## src/rob_pkg.sv

```systemverilog
package rob_pkg;

    ////////////////////
    // buffer geometry
    ////////////////////

    // index width, entry count follows from it
    localparam int ROB_WIDTH = 4;
    localparam int ROB_DEPTH = 1 << ROB_WIDTH;

    // occupancy counter needs one extra bit to tell full from empty
    localparam int CNT_W = ROB_WIDTH + 1;

    // dispatch takes two entries, so stop once fewer than two are free
    localparam logic [CNT_W-1:0] READY_MAX_CNT = CNT_W'(ROB_DEPTH - 2);

    ////////////////////
    // field widths
    ////////////////////

    // result data
    localparam int DATA_W = 32;

    // architectural register index
    localparam int AREG_W = 5;

    // program counter
    localparam int PC_W = 32;

    // exception code, zero means no exception
    localparam int EXC_W = 6;

    ////////////////////
    // instruction type
    ////////////////////

    typedef enum logic [1:0] {
        INST_ALU    = 2'd0,
        INST_MDU    = 2'd1,
        INST_LSU    = 2'd2,
        INST_BRANCH = 2'd3
    } rob_inst_type_e;

endpackage

```

## src/rob_info_table.sv

```systemverilog
`timescale 1ns/10ps

module rob_info_table import rob_pkg::*; (
    input  logic                                clk,
    input  logic                                rst_n_i,
    input  logic           [ROB_WIDTH-1:0]      head_i,
    input  logic           [ROB_WIDTH-1:0]      tail_i,
    input  logic           [1:0]                dispatch_valid_i,
    input  logic           [1:0][AREG_W-1:0]    dispatch_areg_i,
    input  logic           [1:0][PC_W-1:0]      dispatch_pc_i,
    input  rob_inst_type_e [1:0]                dispatch_type_i,
    input  logic           [1:0]                dispatch_wreg_i,
    output logic           [1:0][AREG_W-1:0]    commit_areg_o,
    output logic           [1:0][PC_W-1:0]      commit_pc_o,
    output rob_inst_type_e [1:0]                commit_type_o,
    output logic           [1:0]                commit_wreg_o
);

    // write slots sit at head and head+1 and read slots at tail and tail+1
    logic [1:0][ROB_WIDTH-1:0] wr_idx;
    logic [1:0][ROB_WIDTH-1:0] rd_idx;

    // instruction fields fixed at dispatch
    logic [AREG_W-1:0]  areg_mem [ROB_DEPTH];
    logic [PC_W-1:0]    pc_mem   [ROB_DEPTH];
    rob_inst_type_e     type_mem [ROB_DEPTH];
    logic [ROB_DEPTH-1:0] wreg_q;

    assign wr_idx[0] = head_i;
    assign wr_idx[1] = head_i + ROB_WIDTH'(1);
    assign rd_idx[0] = tail_i;
    assign rd_idx[1] = tail_i + ROB_WIDTH'(1);

    always_ff @(posedge clk) begin
        for (int k = 0; k < 2; k++) begin
            if (dispatch_valid_i[k]) begin
                areg_mem[wr_idx[k]] <= dispatch_areg_i[k];
                pc_mem[wr_idx[k]]   <= dispatch_pc_i[k];
                type_mem[wr_idx[k]] <= dispatch_type_i[k];
            end
        end
    end

    // write-register flag per entry
    always_ff @(posedge clk or negedge rst_n_i) begin
        if (!rst_n_i) begin
            wreg_q <= '0;
        end else begin
            for (int k = 0; k < 2; k++) begin
                if (dispatch_valid_i[k]) begin
                    wreg_q[wr_idx[k]] <= dispatch_wreg_i[k];
                end
            end
        end
    end

    always_comb begin
        for (int k = 0; k < 2; k++) begin
            commit_areg_o[k] = areg_mem[rd_idx[k]];
            commit_pc_o[k]   = pc_mem[rd_idx[k]];
            commit_type_o[k] = type_mem[rd_idx[k]];
            commit_wreg_o[k] = wreg_q[rd_idx[k]];
        end
    end

endmodule

```

## src/rob_result_table.sv

```systemverilog
`timescale 1ns/10ps

module rob_result_table import rob_pkg::*; (
    input  logic                            clk,
    input  logic                            rst_n_i,
    input  logic [ROB_WIDTH-1:0]            head_i,
    input  logic [ROB_WIDTH-1:0]            tail_i,
    input  logic [1:0]                      dispatch_valid_i,
    input  logic [1:0]                      cdb_valid_i,
    input  logic [1:0][ROB_WIDTH-1:0]       cdb_rob_id_i,
    input  logic [1:0][DATA_W-1:0]          cdb_data_i,
    input  logic [1:0][EXC_W-1:0]           cdb_exc_i,
    input  logic [1:0][ROB_WIDTH-1:0]       src_id_i,
    output logic [1:0]                      slot_complete_o,
    output logic [1:0][DATA_W-1:0]          commit_data_o,
    output logic [1:0][EXC_W-1:0]           commit_exc_o,
    output logic [1:0][DATA_W-1:0]          src_data_o,
    output logic [1:0]                      src_complete_o
);

    logic [1:0][ROB_WIDTH-1:0] wr_idx;
    logic [1:0][ROB_WIDTH-1:0] rd_idx;

    ////////////////////
    // completion tables
    ////////////////////

    // entry is complete while the two bits differ
    logic [ROB_DEPTH-1:0] disp_bit;
    logic [ROB_DEPTH-1:0] cdb_bit;

    assign wr_idx[0] = head_i;
    assign wr_idx[1] = head_i + ROB_WIDTH'(1);
    assign rd_idx[0] = tail_i;
    assign rd_idx[1] = tail_i + ROB_WIDTH'(1);

    // dispatch side copies the cdb bit, entry becomes pending
    always_ff @(posedge clk) begin
        for (int k = 0; k < 2; k++) begin
            if (dispatch_valid_i[k]) begin
                disp_bit[wr_idx[k]] <= cdb_bit[wr_idx[k]];
            end
        end
    end

    // cdb side stores the inverse, entry becomes complete
    always_ff @(posedge clk) begin
        for (int k = 0; k < 2; k++) begin
            if (cdb_valid_i[k]) begin
                cdb_bit[cdb_rob_id_i[k]] <= ~disp_bit[cdb_rob_id_i[k]];
            end
        end
    end

    ////////////////////
    // result payload
    ////////////////////

    logic [DATA_W-1:0]               data_mem [ROB_DEPTH];
    logic [ROB_DEPTH-1:0][EXC_W-1:0] exc_q;

    always_ff @(posedge clk) begin
        for (int k = 0; k < 2; k++) begin
            if (cdb_valid_i[k]) begin
                data_mem[cdb_rob_id_i[k]] <= cdb_data_i[k];
            end
        end
    end

    // exception codes start at "none"
    always_ff @(posedge clk or negedge rst_n_i) begin
        if (!rst_n_i) begin
            exc_q <= '0;
        end else begin
            for (int k = 0; k < 2; k++) begin
                if (cdb_valid_i[k]) begin
                    exc_q[cdb_rob_id_i[k]] <= cdb_exc_i[k];
                end
            end
        end
    end

    // commit slots and source ports, no bypass from this cycle's cdb
    always_comb begin
        for (int k = 0; k < 2; k++) begin
            slot_complete_o[k] = disp_bit[rd_idx[k]] ^ cdb_bit[rd_idx[k]];
            commit_data_o[k]   = data_mem[rd_idx[k]];
            commit_exc_o[k]    = exc_q[rd_idx[k]];
            src_complete_o[k]  = disp_bit[src_id_i[k]] ^ cdb_bit[src_id_i[k]];
            src_data_o[k]      = data_mem[src_id_i[k]];
        end
    end

endmodule

```

## src/rob_commit_ctrl.sv

```systemverilog
`timescale 1ns/10ps

module rob_commit_ctrl import rob_pkg::*; (
    input  logic                    clk,
    input  logic                    rst_n_i,
    input  logic                    flush_i,
    input  logic [1:0]              dispatch_valid_i,
    input  logic [1:0]              commit_req_i,
    input  logic [1:0]              slot_complete_i,
    output logic [ROB_WIDTH-1:0]    head_o,
    output logic [ROB_WIDTH-1:0]    tail_o,
    output logic                    dispatch_ready_o,
    output logic [1:0]              commit_valid_o
);

    // head is the next free entry, tail the oldest live one
    logic [ROB_WIDTH-1:0] head_q;
    logic [ROB_WIDTH-1:0] tail_q;
    logic [CNT_W-1:0]     count_q;

    // entries taken and released this cycle
    logic [1:0] n_disp;
    logic [1:0] n_commit;

    logic slot0_valid;
    logic slot1_valid;

    assign n_disp   = {1'b0, dispatch_valid_i[0]} + {1'b0, dispatch_valid_i[1]};
    assign n_commit = {1'b0, commit_req_i[0]} + {1'b0, commit_req_i[1]};

    ////////////////////
    // pointers and count
    ////////////////////

    always_ff @(posedge clk or negedge rst_n_i) begin
        if (!rst_n_i) begin
            head_q  <= '0;
            tail_q  <= '0;
            count_q <= '0;
        end else if (flush_i) begin
            // flush drops everything in flight
            head_q  <= '0;
            tail_q  <= '0;
            count_q <= '0;
        end else begin
            head_q  <= head_q + ROB_WIDTH'(n_disp);
            tail_q  <= tail_q + ROB_WIDTH'(n_commit);
            count_q <= count_q + CNT_W'(n_disp) - CNT_W'(n_commit);
        end
    end

    ////////////////////
    // commit valid
    ////////////////////

    // in order, slot 1 only behind a valid slot 0
    assign slot0_valid = (|count_q) & slot_complete_i[0];
    assign slot1_valid = slot0_valid & (|count_q[CNT_W-1:1]) & slot_complete_i[1];

    assign commit_valid_o   = {slot1_valid, slot0_valid};
    assign dispatch_ready_o = (count_q <= READY_MAX_CNT);

    assign head_o = head_q;
    assign tail_o = tail_q;

endmodule

```

## src/rob_top.sv

```systemverilog
`timescale 1ns/10ps

module rob_top import rob_pkg::*; (
    input  logic                                clk,
    input  logic                                rst_n_i,
    input  logic                                flush_i,

    // dispatch
    input  logic           [1:0]                dispatch_valid_i,
    input  logic           [1:0][AREG_W-1:0]    dispatch_areg_i,
    input  logic           [1:0][PC_W-1:0]      dispatch_pc_i,
    input  rob_inst_type_e [1:0]                dispatch_type_i,
    input  logic           [1:0]                dispatch_wreg_i,
    output logic           [1:0][ROB_WIDTH-1:0] dispatch_rob_id_o,
    output logic                                dispatch_ready_o,

    // source operand lookup
    input  logic           [1:0][ROB_WIDTH-1:0] src_id_i,
    output logic           [1:0][DATA_W-1:0]    src_data_o,
    output logic           [1:0]                src_complete_o,

    // result bus
    input  logic           [1:0]                cdb_valid_i,
    input  logic           [1:0][ROB_WIDTH-1:0] cdb_rob_id_i,
    input  logic           [1:0][DATA_W-1:0]    cdb_data_i,
    input  logic           [1:0][EXC_W-1:0]     cdb_exc_i,

    // commit
    input  logic           [1:0]                commit_req_i,
    output logic           [1:0]                commit_valid_o,
    output logic           [1:0][AREG_W-1:0]    commit_areg_o,
    output logic           [1:0][PC_W-1:0]      commit_pc_o,
    output rob_inst_type_e [1:0]                commit_type_o,
    output logic           [1:0]                commit_wreg_o,
    output logic           [1:0][DATA_W-1:0]    commit_data_o,
    output logic           [1:0][EXC_W-1:0]     commit_exc_o
);

    logic [ROB_WIDTH-1:0] head;
    logic [ROB_WIDTH-1:0] tail;
    logic [1:0]           slot_complete;

    // ids handed back to dispatch
    assign dispatch_rob_id_o[0] = head;
    assign dispatch_rob_id_o[1] = head + ROB_WIDTH'(1);

    rob_commit_ctrl u_commit_ctrl (
        .clk              (clk),
        .rst_n_i          (rst_n_i),
        .flush_i          (flush_i),
        .dispatch_valid_i (dispatch_valid_i),
        .commit_req_i     (commit_req_i),
        .slot_complete_i  (slot_complete),
        .head_o           (head),
        .tail_o           (tail),
        .dispatch_ready_o (dispatch_ready_o),
        .commit_valid_o   (commit_valid_o)
    );

    rob_info_table u_info_table (
        .clk              (clk),
        .rst_n_i          (rst_n_i),
        .head_i           (head),
        .tail_i           (tail),
        .dispatch_valid_i (dispatch_valid_i),
        .dispatch_areg_i  (dispatch_areg_i),
        .dispatch_pc_i    (dispatch_pc_i),
        .dispatch_type_i  (dispatch_type_i),
        .dispatch_wreg_i  (dispatch_wreg_i),
        .commit_areg_o    (commit_areg_o),
        .commit_pc_o      (commit_pc_o),
        .commit_type_o    (commit_type_o),
        .commit_wreg_o    (commit_wreg_o)
    );

    rob_result_table u_result_table (
        .clk              (clk),
        .rst_n_i          (rst_n_i),
        .head_i           (head),
        .tail_i           (tail),
        .dispatch_valid_i (dispatch_valid_i),
        .cdb_valid_i      (cdb_valid_i),
        .cdb_rob_id_i     (cdb_rob_id_i),
        .cdb_data_i       (cdb_data_i),
        .cdb_exc_i        (cdb_exc_i),
        .src_id_i         (src_id_i),
        .slot_complete_o  (slot_complete),
        .commit_data_o    (commit_data_o),
        .commit_exc_o     (commit_exc_o),
        .src_data_o       (src_data_o),
        .src_complete_o   (src_complete_o)
    );

endmodule

```

## config.mk

```make
export PLATFORM = sky130hd
export DESIGN_NAME = rob_top
export DESIGN_NICKNAME = d
export VERILOG_FILES = /design/src/rob_pkg.sv /design/src/rob_info_table.sv /design/src/rob_result_table.sv /design/src/rob_commit_ctrl.sv /design/src/rob_top.sv
export SDC_FILE = /design/constraint.sdc
export NUM_CORES = 2
export LEC_CHECK = 0
export BUFFER_PORTS_ARGS = -buffer_cell sky130_fd_sc_hd__buf_2
export CORE_MARGIN = 2
export CORE_UTILIZATION = 30
export DETAILED_ROUTE_END_ITERATION = 7
export SKIP_LAST_GASP = 1
export SLEW_MARGIN = 0
export SYNTH_ARGS = -nofsm -noshare
export SYNTH_HDL_FRONTEND = slang
export SYNTH_SLANG_ARGS = --single-unit
```

## constraint.sdc

```tcl
create_clock -name clk -period 5 [get_ports clk]
set_input_delay 0.25 -clock clk [delete_from_list [all_inputs] [get_ports clk]]
set_output_delay 0.25 -clock clk [all_outputs]
set_load 0.01 [all_outputs]
```

==> summary.txt <==
Clock tree
  – CTS Buffer Depth: 4
  – Post-CTS resize count: 0
  – Source-to-sink clock delay at the later pin of the worst-skew pair: 0.82 ns
  – Clock buffers created by TritonCTS: 148
  – Count of hold buffers inserted by post-cts repair: 248
  – CTS Sinks: 1293
  – Number of H-tree branching levels: 4
  – Clock-pin slew of the registers on the worst-case setup and hold paths: 0.06 ns
  – Post-CTS setup repair buffer count: 0
  – CTS root buf: clkbuf_16
  – TritonCTS clock tree: done

Logic synthesis
  – Part of the Yosys area used for sequential elements: 44.82%
  – Synthesis Warnings: 0
  – Synthesis-stage register bit count: 1293
  – Number of flops mapped to enable cells by yosys: 1136
  – Biggest area consumer among synthesized cells: edfxtp_1
  – Avg Inst Size Synth: 15.27 um^2
  – Post-synth top area share: 40.36%
  – Synthesized net count: 5744
  – Synthesized cell area: 84520 um^2
  – Top post-synthesis cells by area: edfxtp_1 (40%), mux4_2 (24%), mux2_2 (16%), mux2i_1 (4.2%), dfrtp_1 (3.7%)
  – Asr flop ratio synth: 9.667%
  – Dominant synthesized flop cell: edfxtp_1
  – Number of distinct library cells after synthesis: 64
  – Post-synthesis cell count: 5536

Worst setup path
  – List of cells traversed by the critical path: buf_12 > buf_4 > mux2i_1 > a221oi_1 > o21ai_0 > nand2_1 > buf_2
  – Kind of critical path: reg -> out
  – Critical-path maximum fanout: 101
  – Reg-to-reg critical path endpoint: u_info_table.pc_mem[7][3]
  – Req. time, crit path: 4.75 ns
  – Slack of the worst reg-to-reg path: 0.93 ns
  – Slowest CP cell: buf_4
  – Termination of the worst setup path: commit_data_o[8]
  – Slowest stage delay, CP: 0.94 ns
  – WP depth: 7
  – Largest delay contributor family on the critical path: buffers and inverters
  – Count of cells along the worst register-to-register path: 8
  – Crit start category: flop
  – Critical path data arrival time: 4.47 ns
  – Launching point of the worst reg2reg path: u_commit_ctrl.head_o[1]
  – Worst setup EP type: primary output
  – CP startpoint: u_commit_ctrl.tail_o[0]
  – Number of buffer and inverter stages on the critical path: 3

Floorplanning
  – Die Wd: 534.8 um
  – Number of placed I/O pins: 414
  – Die area: 286000 um^2
  – Height of the die: 534.8 um
  – Placeable Area: 279900 um^2
  – Initial Utilization: 30.20%
  – Site Rows: 194

STA
  – Transition time at the pin with the least slew margin: 1.283 ns
  – Setup-violating endpoint count in the final report: 0
  – Max transition margin: 14.16%
  – Setup repair after global routing missed its margin: no
  – Max frequency: 211.9 MHz
  – Post-layout minimum cycle time: 4.720 ns
  – Number of max-slew violations in the final report: 0
  – Share of the cycle needed by the critical path after routing: 94.40%
  – Final setup skew: 0.02241 ns
  – Number of endpoints with negative hold slack in the final report: 0
  – Total negative slack: 0 ns

Pwr
  – Comb pwr share: 30.8%
  – Net switching power of the design: 11.06 mW
  – Leakage power total: 32.15 nW
  – Ratio of total power to cell area: 353.1 nW/um^2
  – Clock network fraction of design power: 30.4%
  – Overall power of the completed layout: 34.48 mW
  – Int Power: 23.42 mW
  – Switching share of total power: 32.07%
  – Peak supply drop: 0.2591 mV
  – Fraction of power consumed by sequential logic: 38.8%

Placed design
  – Number of cells after detailed placement: 9199
  – Routability cong.: 0.8629
  – Sum of net half-perimeters after detailed placement: 186500 um
  – Placed instance area: 90680 um^2
  – Input/output buffers: 413

Finish
  – Growth of design area from synthesis to finish: 15.53%
  – Final std cell area, no fill: 97640 um^2
  – Leading cell types in the layout, fill and taps excluded: mux2_2 (1165), edfxtp_1 (1136), mux4_2 (909)
  – Most common cell after layout, fill and taps aside: mux2_2
  – Ratio of cells with drive above 1 in the final layout: 48.79%
  – Number of nets in the layout: 6081
  – Post-route insts no fill: 9725

Routing
  – Count of vias placed by the detailed router: 59590
  – WL/cell: 33.26 um
  – Final routed DRC violation total: 0
  – Count of TritonRoute iterations in the first routing pass: 6
  – Number of nets with antenna violations after detailed routing: 0
  – DRT Wirelength: 323400 um
  – Vias per inst: 6.127
  – Number of DRC markers after the initial detailed-route iteration: 7570

Global route
  – GRT Util Overall: 21.90%
  – Global-route wire length before repair: 450700 um
  – Leftover overflow at the end of global routing: 0
  – Pin count of the biggest net entering global routing: 132
  – Antenna violations before repair: 69
  – Vias in the first global route: 58200

Min path
  – Path category of the worst min-delay check: in -> reg
  – Cell count of the worst hold path: 4
  – HP Start: commit_req_i[1]

Status
  – Result of the run: finished, final reports clean

Run
  – Max-cap violations: 0
==> final cells by class <==
class / count / area [um^2]
Antenna cell: 29 / 72.57
Clock buffer: 198 / 4055
Clock inverter: 51 / 350.3
Fill cell: 26790 / 182200
Inverter: 16 / 60.06
Multi-Input combinational cell: 3594 / 44280
Sequential cell: 1293 / 37900
Tap cell: 3724 / 4659
Timing Repair Buffer: 820 / 6271
==> flip-flops by register name, indices dropped and copies added, names as in the netlist <==
signal and flops:
u_result_table.exc_q 96, u_commit_ctrl.head_o 4, u_commit_ctrl.count_q 5, u_info_table.areg_mem 80, u_info_table.pc_mem 512, u_result_table.disp_bit 16
u_result_table.data_mem 512, u_info_table.wreg_q 16, u_commit_ctrl.tail_o 4, u_result_table.cdb_bit 16, u_info_table.type_mem 32
==> how the worst min path moves through the flow <==
stage	to	slack [ns]
after floorplan	u_commit_ctrl.count_q[0]	-0.05
after global placement	u_commit_ctrl.count_q[2]	0.25
after detailed placement	u_commit_ctrl.count_q[2]	0.24
after CTS	u_result_table.data_mem[2][31]	0.008
after global routing	u_commit_ctrl.tail_o[0]	0.06
final	u_commit_ctrl.tail_o[0]	0.03
==> cell families (layout without fill, tap and decap cells) <==
kind of cell / count (synthesis) / in the layout / synth area share, %
compound gates: 597 / 597 / 4.327
xor+xnor: 15 / 15 / 0.1776
fa+ha+maj: 27 / 27 / 0.4175
buf+inv: 649 / 1085 / 3.455
flops: 1293 / 1293 / 44.82
mux: 2445 / 2445 / 44.16
other cells: 0 / 29 / 0
simple gates: 510 / 510 / 2.645
==> power groups by stage <==
| stage | Sequential, mW | Clock [mW] | Combinational (mW) |
|---|---|---|---|
| after CTS | 13.3 | 10.6 | 10.6 |
| final | 13.4 | 10.5 | 10.6 |
| after floorplan | 13.2 | 0 | 6.86 |
| after global routing | 13.4 | 11.0 | 11.2 |
| after global placement | 13.5 | 0 | 10.3 |
| after detailed placement | 13.5 | 0 | 10.4 |
==> synthesized netlist by cell type, types with 10 or more instances <==
master	instances
nor2b_1	18
buf_2	210
nand3_1	22
mux2_1	15
a21o_1	10
edfxtp_1	1136
nand2b_1	14
nand2_1	314
clkbuf_1	346
ha_1	25
mux4_2	909
a22oi_1	81
o21ai_0	260
a221oi_1	79
mux2i_1	356
a21oi_1	124
dfxtp_1	32
buf_4	43
nor2_1	82
buf_1	26
inv_1	14
dfrtp_1	125
o22ai_1	11
mux2_2	1165
==> layer usage <==
metal	global-route usage [%]	share of wire [%]	up-vias
met5	0	0.092	-
met4	8.798	4.6	44
met3	6.402	12	812
met2	34.24	46	4073
met1	28.44	38	31200
li1	-	-	23460
==> per-stage QoR <==
stage,hold WS (ns),util (%),worst slack [ns]
CTS,0.007804,34.86,0.3870
floorplan,-0.04559,-,0.2230
finish,0.03411,34.89,0.2801
detailed placement,0.2441,32.40,1.209
global placement,0.2470,32.40,1.217
global route,0.05797,34.87,0.1043
==> tightest hold or removal path, cell delays in order <==
cell and delay (ns):
buf_2 0.08, ha_1 0.18, ha_1 0.13, nor2b_1 0.16
(Power assumes the default switching activity.)
